## src/hdl/trigPkg.sv

```systemverilog
package trigPkg;

   // **************************************************
   // bus and datapath widths
   // **************************************************
   localparam int busW      = 32;
   localparam int addrW     = 9;
   localparam int sumW      = 8;
   localparam int frontW    = 16;
   localparam int backW     = 32;
   localparam int cntW      = 64;

   // backplane line whose rising edges are counted
   localparam int countLine = 7;

   // product id in upper half, variant and build in lower half
   localparam logic [31:0] sysRevision     = 32'hB100_0001;
   localparam logic [31:0] unusedBlockWord = 32'h0000_0123;

   // read block selector, 2 and 3 unused
   typedef enum logic [1:0] {
      ctrlBlock   = 2'd0,
      statusBlock = 2'd1
   } blockSelT;

   // **************************************************
   // word addresses
   // **************************************************
   typedef enum logic [addrW-1:0] {
      csrReg         = 9'h000,
      revisionWord   = 9'h001,
      blockReg       = 9'h003,
      coincWord      = 9'h005,
      clrReg         = 9'h009,
      numTrigLo      = 9'h00A,
      numTrigHi      = 9'h00B,
      runTicksLo     = 9'h00C,
      runTicksHi     = 9'h00D,
      frontRaw       = 9'h100,
      backRaw        = 9'h103,
      frontCoincMask = 9'h108,
      backCoincMask  = 9'h10B,
      frontMultMask  = 9'h110,
      backMultMask   = 9'h113,
      frontCoincPat  = 9'h118,
      backCoincPat   = 9'h11B,
      frontMultThr   = 9'h120,
      backMultThr    = 9'h123
   } regAddrT;

   // status words sharing an address with a control register
   localparam regAddrT frontMasked = frontCoincMask;
   localparam regAddrT backMasked  = backCoincMask;
   localparam regAddrT frontSum    = frontMultMask;
   localparam regAddrT backSum     = backMultMask;

endpackage

```

## src/hdl/ctrlRegs.sv

```systemverilog
`timescale 1ns/1ns

module ctrlRegs
(
   input  logic                       proc_clk,
   input  logic                       rst,
   input  logic [3:0]                 wrStrb,
   input  logic [trigPkg::addrW-1:0]  addr,
   input  logic [trigPkg::busW-1:0]   wrData,
   output logic                       runEnable,
   output trigPkg::blockSelT          blockSel,
   output logic [trigPkg::frontW-1:0] frontCoincMask,
   output logic [trigPkg::frontW-1:0] frontCoincPat,
   output logic [trigPkg::frontW-1:0] frontMultMask,
   output logic [trigPkg::backW-1:0]  backCoincMask,
   output logic [trigPkg::backW-1:0]  backCoincPat,
   output logic [trigPkg::backW-1:0]  backMultMask,
   output logic [trigPkg::sumW-1:0]   frontMultThr,
   output logic [trigPkg::sumW-1:0]   backMultThr,
   output logic                       counterClr
);
   import trigPkg::*;

   regAddrT wrAddr;
   logic    anyStrb;

   // replace the strobed byte lanes of a stored word
   function automatic logic [busW-1:0] mergeBytes(input logic [busW-1:0] oldWord,
                                                  input logic [busW-1:0] newWord,
                                                  input logic [3:0]      strb);
      logic [busW-1:0] merged;
      merged = oldWord;
      for (int i = 0; i < 4; i++)
      begin
         if (strb[i])
            merged[8*i +: 8] = newWord[8*i +: 8];
      end
      return merged;
   endfunction

   assign wrAddr  = regAddrT'(addr);
   assign anyStrb = |wrStrb;

   // **************************************************
   // register bank
   // **************************************************
   always_ff @(posedge proc_clk)
   begin
      if (rst)
      begin
         runEnable      <= 1'b0;
         blockSel       <= ctrlBlock;
         frontCoincMask <= '0;
         frontCoincPat  <= '0;
         frontMultMask  <= '0;
         backCoincMask  <= '0;
         backCoincPat   <= '0;
         backMultMask   <= '0;
         frontMultThr   <= '0;
         backMultThr    <= '0;
         counterClr     <= 1'b0;
      end
      else
      begin
         // clear pulse lands one cycle after the write
         counterClr <= anyStrb && (wrAddr == trigPkg::clrReg);
         if (anyStrb)
         begin
            case (wrAddr)
               // only bit 0 of csr is implemented
               trigPkg::csrReg:
                  if (wrStrb[0])
                     runEnable <= wrData[0];
               trigPkg::blockReg:
                  if (wrStrb[0])
                     blockSel <= blockSelT'(wrData[1:0]);
               trigPkg::frontCoincMask:
                  frontCoincMask <= frontW'(mergeBytes(busW'(frontCoincMask), wrData, wrStrb));
               trigPkg::frontCoincPat:
                  frontCoincPat <= frontW'(mergeBytes(busW'(frontCoincPat), wrData, wrStrb));
               trigPkg::frontMultMask:
                  frontMultMask <= frontW'(mergeBytes(busW'(frontMultMask), wrData, wrStrb));
               trigPkg::backCoincMask:
                  backCoincMask <= backW'(mergeBytes(busW'(backCoincMask), wrData, wrStrb));
               trigPkg::backCoincPat:
                  backCoincPat <= backW'(mergeBytes(busW'(backCoincPat), wrData, wrStrb));
               trigPkg::backMultMask:
                  backMultMask <= backW'(mergeBytes(busW'(backMultMask), wrData, wrStrb));
               // thresholds only use the low byte
               trigPkg::frontMultThr:
                  frontMultThr <= sumW'(mergeBytes(busW'(frontMultThr), wrData, wrStrb));
               trigPkg::backMultThr:
                  backMultThr <= sumW'(mergeBytes(busW'(backMultThr), wrData, wrStrb));
               default:
               begin
               end
            endcase
         end
      end
   end

endmodule

```

## src/hdl/chanGroup.sv

```systemverilog
`timescale 1ns/1ns

module chanGroup
#(
   parameter int groupW = 16
)
(
   input  logic                     proc_clk,
   input  logic                     rst,
   input  logic [groupW-1:0]        lines,
   input  logic [groupW-1:0]        coincMask,
   input  logic [groupW-1:0]        coincPat,
   input  logic [groupW-1:0]        multMask,
   input  logic [trigPkg::sumW-1:0] multThr,
   output logic [groupW-1:0]        masked,
   output logic                     coincOk,
   output logic [trigPkg::sumW-1:0] sum,
   output logic                     multOk
);
   import trigPkg::*;

   // four lines per partial sum
   localparam int numQuads = groupW / 4;

   logic [groupW-1:0] multLines;
   logic [2:0]        quadNext [numQuads];
   logic [2:0]        quadSum  [numQuads];
   logic [sumW-1:0]   totalNext;

   // coincidence path, no pipeline
   assign masked  = lines & coincMask;
   assign coincOk = (masked == coincPat);

   assign multLines = lines & multMask;

   // popcount of each quad
   always_comb
   begin
      for (int q = 0; q < numQuads; q++)
      begin
         quadNext[q] = '0;
         for (int b = 0; b < 4; b++)
            quadNext[q] = quadNext[q] + 3'(multLines[4*q + b]);
      end
   end

   // add up registered quads
   always_comb
   begin
      totalNext = '0;
      for (int q = 0; q < numQuads; q++)
         totalNext = totalNext + sumW'(quadSum[q]);
   end

   // **************************************************
   // stage 1 quads, stage 2 total
   // **************************************************
   always_ff @(posedge proc_clk)
   begin
      if (rst)
      begin
         for (int q = 0; q < numQuads; q++)
            quadSum[q] <= '0;
         sum <= '0;
      end
      else
      begin
         for (int q = 0; q < numQuads; q++)
            quadSum[q] <= quadNext[q];
         sum <= totalNext;
      end
   end

   // threshold check on the registered total
   assign multOk = (sum >= multThr);

endmodule

```

## src/hdl/eventCounters.sv

```systemverilog
`timescale 1ns/1ns

module eventCounters
(
   input  logic                     proc_clk,
   input  logic                     rst,
   input  logic                     counterClr,
   input  logic                     trigLine,
   output logic [trigPkg::cntW-1:0] runTicks,
   output logic [trigPkg::cntW-1:0] numTrig
);
   import trigPkg::*;

   // [0] newest sample, [1] previous
   logic [1:0] trigHist;
   logic       trigRise;

   assign trigRise = trigHist[0] & ~trigHist[1];

   always_ff @(posedge proc_clk)
   begin
      if (rst)
      begin
         trigHist <= '0;
         runTicks <= '0;
         numTrig  <= '0;
      end
      else
      begin
         trigHist <= {trigHist[0], trigLine};
         // clear wins over counting
         if (counterClr)
         begin
            runTicks <= '0;
            numTrig  <= '0;
         end
         else
         begin
            runTicks <= runTicks + cntW'(1);
            if (trigRise)
               numTrig <= numTrig + cntW'(1);
         end
      end
   end

endmodule

```

## src/hdl/readPort.sv

```systemverilog
`timescale 1ns/1ns

module readPort
(
   input  logic                       proc_clk,
   input  logic                       rst,
   input  logic                       rdEn,
   input  logic [trigPkg::addrW-1:0]  addr,
   input  trigPkg::blockSelT          blockSel,
   input  logic                       runEnable,
   input  logic [trigPkg::frontW-1:0] frontCoincMask,
   input  logic [trigPkg::frontW-1:0] frontCoincPat,
   input  logic [trigPkg::frontW-1:0] frontMultMask,
   input  logic [trigPkg::backW-1:0]  backCoincMask,
   input  logic [trigPkg::backW-1:0]  backCoincPat,
   input  logic [trigPkg::backW-1:0]  backMultMask,
   input  logic [trigPkg::sumW-1:0]   frontMultThr,
   input  logic [trigPkg::sumW-1:0]   backMultThr,
   input  logic [trigPkg::frontW-1:0] frontRaw,
   input  logic [trigPkg::backW-1:0]  backRaw,
   input  logic [trigPkg::frontW-1:0] frontMasked,
   input  logic [trigPkg::backW-1:0]  backMasked,
   input  logic                       frontCoincOk,
   input  logic                       backCoincOk,
   input  logic [trigPkg::sumW-1:0]   frontSum,
   input  logic [trigPkg::sumW-1:0]   backSum,
   input  logic                       frontMultOk,
   input  logic                       backMultOk,
   input  logic [trigPkg::cntW-1:0]   runTicks,
   input  logic [trigPkg::cntW-1:0]   numTrig,
   output logic [trigPkg::busW-1:0]   rdData
);
   import trigPkg::*;

   regAddrT         rdAddr;
   logic [busW-1:0] ctrlWord;
   logic [busW-1:0] statusWord;

   assign rdAddr = regAddrT'(addr);

   // **************************************************
   // control block readback
   // **************************************************
   always_comb
   begin
      ctrlWord = '0;
      case (rdAddr)
         trigPkg::csrReg:         ctrlWord = busW'(runEnable);
         trigPkg::blockReg:       ctrlWord = busW'(blockSel);
         trigPkg::frontCoincMask: ctrlWord = busW'(frontCoincMask);
         trigPkg::frontCoincPat:  ctrlWord = busW'(frontCoincPat);
         trigPkg::frontMultMask:  ctrlWord = busW'(frontMultMask);
         trigPkg::backCoincMask:  ctrlWord = busW'(backCoincMask);
         trigPkg::backCoincPat:   ctrlWord = busW'(backCoincPat);
         trigPkg::backMultMask:   ctrlWord = busW'(backMultMask);
         trigPkg::frontMultThr:   ctrlWord = busW'(frontMultThr);
         trigPkg::backMultThr:    ctrlWord = busW'(backMultThr);
         default:                 ctrlWord = '0;
      endcase
   end

   // **************************************************
   // status block
   // **************************************************
   always_comb
   begin
      statusWord = '0;
      case (rdAddr)
         trigPkg::csrReg:       statusWord[0] = runEnable;
         trigPkg::revisionWord: statusWord = sysRevision;
         // coincidence in the low nibble, multiplicity in the next byte
         trigPkg::coincWord:
         begin
            statusWord[0]  = frontCoincOk;
            statusWord[3]  = backCoincOk;
            statusWord[8]  = frontMultOk;
            statusWord[11] = backMultOk;
         end
         trigPkg::numTrigLo:    statusWord = numTrig[busW-1:0];
         trigPkg::numTrigHi:    statusWord = numTrig[cntW-1:busW];
         trigPkg::runTicksLo:   statusWord = runTicks[busW-1:0];
         trigPkg::runTicksHi:   statusWord = runTicks[cntW-1:busW];
         trigPkg::frontRaw:     statusWord = busW'(frontRaw);
         trigPkg::backRaw:      statusWord = busW'(backRaw);
         trigPkg::frontMasked:  statusWord = busW'(frontMasked);
         trigPkg::backMasked:   statusWord = busW'(backMasked);
         trigPkg::frontSum:     statusWord = busW'(frontSum);
         trigPkg::backSum:      statusWord = busW'(backSum);
         default:               statusWord = '0;
      endcase
   end

   // one cycle read latency, held between reads
   always_ff @(posedge proc_clk)
   begin
      if (rst)
         rdData <= '0;
      else if (rdEn)
      begin
         case (blockSel)
            ctrlBlock:   rdData <= ctrlWord;
            statusBlock: rdData <= statusWord;
            default:     rdData <= unusedBlockWord;
         endcase
      end
   end

endmodule

```

## src/hdl/trigIoTop.sv

```systemverilog
`timescale 1ns/1ns

module trigIoTop
#(
   parameter int frontW = trigPkg::frontW,
   parameter int backW  = trigPkg::backW
)
(
   input  logic                      proc_clk,
   input  logic                      rst,
   input  logic [3:0]                wrStrb,
   input  logic [trigPkg::addrW-1:0] addr,
   input  logic [trigPkg::busW-1:0]  wrData,
   input  logic                      rdEn,
   output logic [trigPkg::busW-1:0]  rdData,
   input  logic [frontW-1:0]         frontIn,
   input  logic [backW-1:0]          backIn
);
   import trigPkg::*;

   // register bank outputs
   logic              runEnable;
   blockSelT          blockSel;
   logic [frontW-1:0] frontCoincMask;
   logic [frontW-1:0] frontCoincPat;
   logic [frontW-1:0] frontMultMask;
   logic [backW-1:0]  backCoincMask;
   logic [backW-1:0]  backCoincPat;
   logic [backW-1:0]  backMultMask;
   logic [sumW-1:0]   frontMultThr;
   logic [sumW-1:0]   backMultThr;
   logic              counterClr;

   // group results
   logic [frontW-1:0] frontMasked;
   logic              frontCoincOk;
   logic [sumW-1:0]   frontSum;
   logic              frontMultOk;
   logic [backW-1:0]  backMasked;
   logic              backCoincOk;
   logic [sumW-1:0]   backSum;
   logic              backMultOk;

   // counters
   logic [cntW-1:0]   runTicks;
   logic [cntW-1:0]   numTrig;

   ctrlRegs regs (
      .proc_clk, .rst, .wrStrb, .addr, .wrData,
      .runEnable, .blockSel,
      .frontCoincMask, .frontCoincPat, .frontMultMask,
      .backCoincMask, .backCoincPat, .backMultMask,
      .frontMultThr, .backMultThr, .counterClr
   );

   // front panel lines
   chanGroup #(.groupW(frontW)) frontGrp (
      .proc_clk, .rst, .lines(frontIn),
      .coincMask(frontCoincMask), .coincPat(frontCoincPat),
      .multMask(frontMultMask), .multThr(frontMultThr),
      .masked(frontMasked), .coincOk(frontCoincOk),
      .sum(frontSum), .multOk(frontMultOk)
   );

   // backplane lines
   chanGroup #(.groupW(backW)) backGrp (
      .proc_clk, .rst, .lines(backIn),
      .coincMask(backCoincMask), .coincPat(backCoincPat),
      .multMask(backMultMask), .multThr(backMultThr),
      .masked(backMasked), .coincOk(backCoincOk),
      .sum(backSum), .multOk(backMultOk)
   );

   eventCounters counters (
      .proc_clk, .rst, .counterClr,
      .trigLine(backIn[countLine]),
      .runTicks, .numTrig
   );

   readPort rdPort (
      .proc_clk, .rst, .rdEn, .addr, .blockSel, .runEnable,
      .frontCoincMask, .frontCoincPat, .frontMultMask,
      .backCoincMask, .backCoincPat, .backMultMask,
      .frontMultThr, .backMultThr,
      .frontRaw(frontIn), .backRaw(backIn),
      .frontMasked, .backMasked, .frontCoincOk, .backCoincOk,
      .frontSum, .backSum, .frontMultOk, .backMultOk,
      .runTicks, .numTrig, .rdData
   );

endmodule

```

## config.mk

```make
export PLATFORM = sky130hd
export DESIGN_NAME = trigIoTop
export DESIGN_NICKNAME = d
export VERILOG_FILES = /design/src/hdl/trigPkg.sv /design/src/hdl/ctrlRegs.sv /design/src/hdl/chanGroup.sv /design/src/hdl/eventCounters.sv /design/src/hdl/readPort.sv /design/src/hdl/trigIoTop.sv
export SDC_FILE = /design/constraint.sdc
export NUM_CORES = 1
export LEC_CHECK = 0
export ABC_CLOCK_PERIOD_IN_PS = 4260
export BUFFER_PORTS_ARGS = -buffer_cell sky130_fd_sc_hd__buf_4
export CAP_MARGIN = 20
export CELL_PAD_IN_SITES_DETAIL_PLACEMENT = 1
export CELL_PAD_IN_SITES_GLOBAL_PLACEMENT = 1
export CORE_UTILIZATION = 25
export CTS_CLUSTER_DIAMETER = 120
export DETAILED_ROUTE_END_ITERATION = 10
export PLACE_DENSITY_LB_ADDON = 0.25
export SLEW_MARGIN = 20
export SYNTH_ARGS = -nofsm -noshare
export SYNTH_HDL_FRONTEND = slang
export SYNTH_SLANG_ARGS = --single-unit
```

## constraint.sdc

```tcl
create_clock -name proc_clk -period 4.26 [get_ports proc_clk]
set_input_delay 0.852 -clock proc_clk [delete_from_list [all_inputs] [get_ports proc_clk]]
set_output_delay 0.852 -clock proc_clk [all_outputs]
set_load 0.02 [all_outputs]
```

==> flow_metrics.py <==
metrics = {
    "yosys": {
        "synthDistinctLibCells": 76,
        "yosysWarnings": 0,
        "syn-num-nets": 2577,
        "synth_ff_type": "dfxtp_1",
        "synth_edf_count": 0,
        "synth.ff_latch_count": 374,
        "yosys.area_share.simple_pct": 23.94,
        "synth-compound-area-share_pct": 15.77,
        "synth-seq-area-share_pct": 37.77,
        "syn_area_um2": 19830,
        "synth_fa_ha_area_share_pct": 6.728,
        "synth_cells": 2393,
        "syn_area_per_cell_um2": 8.285,
        "synth_xor_area_share_pct": 7.024,
        "ys_async_sr_fraction_pct": 0,
        "synthMuxAreaShare_pct": 4.285,
        "synth_top_family_by_area": "simple AND/OR/NAND/NOR gates",
    },
    "sta": {
        "fin_hold_ws_ns": 0.4755,
        "finalCritPeriodShare_pct": 99.17,
        "max_freq_mhz": 236.7,
        "setup_viol": 0,
        "rsz0062_at_grt": "yes",
        "worstMarginPinSlew_ns": 0.9792,
        "hold_viol": 0,
        "drv_slew": 0,
        "layout_min_cycle_time_ns": 4.225,
        "fin_skew_ns": 0.02419,
        "max_slew_margin_pct": 34.72,
    },
    "clocking": {
        "worstSkewPairLatency_ns": 0.59,
        "cts_tree": "built",
        "hold_buffers": 0,
        "cts.path.max_buffers": 3,
        "cts_buffers": 46,
        "htreeDepth": 2,
        "clock_sinks": 374,
        "clkTransAtPathRegs_ns": 0.06,
        "cts-root-buf": "clkbuf_16",
    },
    "power_and_ir_drop": {
        "power_frac_comb_pct": 5.0,
        "internal_power_mw": 6.066,
        "p_clk_share_pct": 51.0,
        "p_switching_mw": 1.928,
        "switching_share_pct": 24.12,
        "p_leak_nw": 8.600,
        "p_per_area_nw_per_um2": 337.4,
        "seq_power_share_pct": 44.0,
        "vdd.ir_drop.worst_v": 0.0002475,
    },
    "worst_setup_path": {
        "arrival_ns": 4.67,
        "critical_path_required_ns": 4.71,
        "start_kind": "flop",
        "critical_path.max_fanout": 2,
        "worstSetupStartpoint": "backGrp.quadSum[0][0]",
        "crit_type": "reg2reg",
        "endpoint_kind": "flop",
        "timing.rr.start": "backGrp.quadSum[0][0]",
    },
    "hold_path": {
        "hold_class": "reg2reg",
        "hp-start": "regs.backMultMask[5]",
    },
    "routing": {
        "drt_first_iter_violations": 1416,
        "drc_errors": 0,
        "num_vias": 18717,
        "ant_nets": 0,
        "wl_per_cell_um": 24.55,
        "first_pass_iters": 6,
        "post_drt_via_cell_ratio": 5.268,
        "drt_wl_total_um": 87240,
    },
    "die": {
        "die_x_um": 283.6,
        "ios": 128,
        "rows": 102,
        "die_area_um2": 80430,
        "initial_core_util_pct": 25.42,
        "core-area_um2": 77980,
        "die_height_um": 283.6,
    },
    "finish": {
        "n_fill_cell": 9128,
        "final_common_cell": "dfxtp_1",
        "mostFrequentLayoutCells": "dfxtp_1 (373), nand2_1 (290), nor2_1 (230)",
        "synthToLayoutAreaGrowth_pct": 19.48,
        "nNetsFinal": 2661,
        "final_util_pct": 30.38,
        "antenna_cells": 0,
        "drive_gt1_share_pct": 12.06,
    },
    "placement": {
        "dp_hpwl_um": 66610,
        "place.gp.congestion": 0.8791,
        "numPortBuffers": 127,
    },
    "global_routing": {
        "grt_pass1_wl_um": 129700,
        "grt_start_max_net_pins": 93,
        "grt_usage_pct": 21.29,
        "first_global_vias": 19334,
        "antenna_found_initial": 2,
        "gr-total-overflow": 0,
    },
    "run": {
        "maxCapViolations": 0,
    },
    "run_status": {
        "status": "finished, final reports clean",
    },
}
## cell usage after synthesis (all sizes together), types with 48 or more instances
cell    count  area share [%]
a22oi      65             2.5
clkbuf    127             2.4
nand4      48             1.6
nand2     290             5.5
ha         57             3.6
inv        88             1.7
dfxtp     374              38
nor2      236             4.5
nand3     162             4.1
xor2      100             4.4
a21oi     172             4.3
mux2i      77             3.9
xnor2      59             2.6
## final timing paths
check	depth (start not counted)	slack, ns	to
max	14	0.04	backGrp.sum[5]
min	2	0.48	regs.backMultMask[5]
max reg2reg	14	0.04	backGrp.sum[5]
min reg2reg	2	0.48	regs.backMultMask[5]
## critical path: stages, from the launching register on
cell     delay (ns)
dfxtp_1        0.33
ha_4           0.17
fa_2           0.35
xor2_2         0.17
fa_1           0.53
inv_2          0.05
fa_1           0.47
fa_1           0.51
inv_2          0.05
fa_2           0.47
fa_2           0.41
a21o_1         0.20
a21oi_2        0.13
xor2_1         0.17
nor2_1         0.07
## layer usage
layer / routed length, um / vias to the layer above / global-route usage (%)
met3: 4643 / 123 / 2.998
met4: 2714 / 0 / 6.838
met1: 41080 / 9450 / 29.77
met2: 38800 / 528 / 33.52
met5: 0 / - / 0
li1: - / 8616 / -
## power groups by stage
stage | clock (mW) | sequential, mW | combinational [mW]
after floorplan | 0 | 3.59 | 0.166
after global placement | 0 | 3.59 | 0.390
after detailed placement | 0 | 3.59 | 0.393
after CTS | 4.16 | 3.52 | 0.394
after global routing | 4.29 | 3.52 | 0.419
final | 4.07 | 3.52 | 0.401
## sequential cells by signal, summed over array words and instances (netlist names), 12 cells and up
signal               count
regs.frontCoincMask     16
regs.backCoincMask      32
regs.backCoincPat       32
counters.runTicks       64
counters.numTrig        64
backGrp.quadSum         24
regs.frontMultMask      16
frontGrp.quadSum        12
regs.backMultMask       32
regs.frontCoincPat      16
rdPort.rdData           32
## logic make-up (layout without fill, tap and decap cells)
family,Yosys count,in the layout
simple gates,981,981
flops,374,374
buf+inv,233,353
mux,84,84
xor+xnor,159,159
fa+ha+maj,88,88
compound gates,474,474
## metrics by stage
step | std cells | area, um2 | TNS, ns | setup slack (ns) | power (mW)
3_3_place_gp | 3466 | 22050 | -0.1558 | -0.09940 | 3.985
6_report | 3553 | 23690 | 0 | 0.03520 | 7.993
5_1_grt | 3553 | 23690 | -0.07293 | -0.04407 | 8.231
3_5_place_dp | 3466 | 22050 | -0.4397 | -0.2324 | 3.988
4_1_cts | 3550 | 23640 | 0 | 0.005028 | 8.071
2_1_floorplan | 2393 | 19830 | 0 | 0.03398 | 3.759
## what timing repair did
item | in CTS | in global routing
pin swaps | 9 | 14
resized for setup | 6 | 6
cloned | 0 | 0
buffers inserted | 0 | 2
endpoints found under the setup margin | 4 | 3
## final cells by class
class | count | area (um2) | share of cell area, %
timing repair buffer | 181 | 1438 | 6.069
clock buffer | 73 | 1413 | 5.963
sequential | 374 | 7488 | 31.61
multi-input combinational | 1786 | 11570 | 48.85
clock inverter | 11 | 146.4 | 0.6180
inverter | 88 | 330.3 | 1.394
tap | 1040 | 1301 | 5.493
No activity file was read; power rests on OpenSTA's default activity.
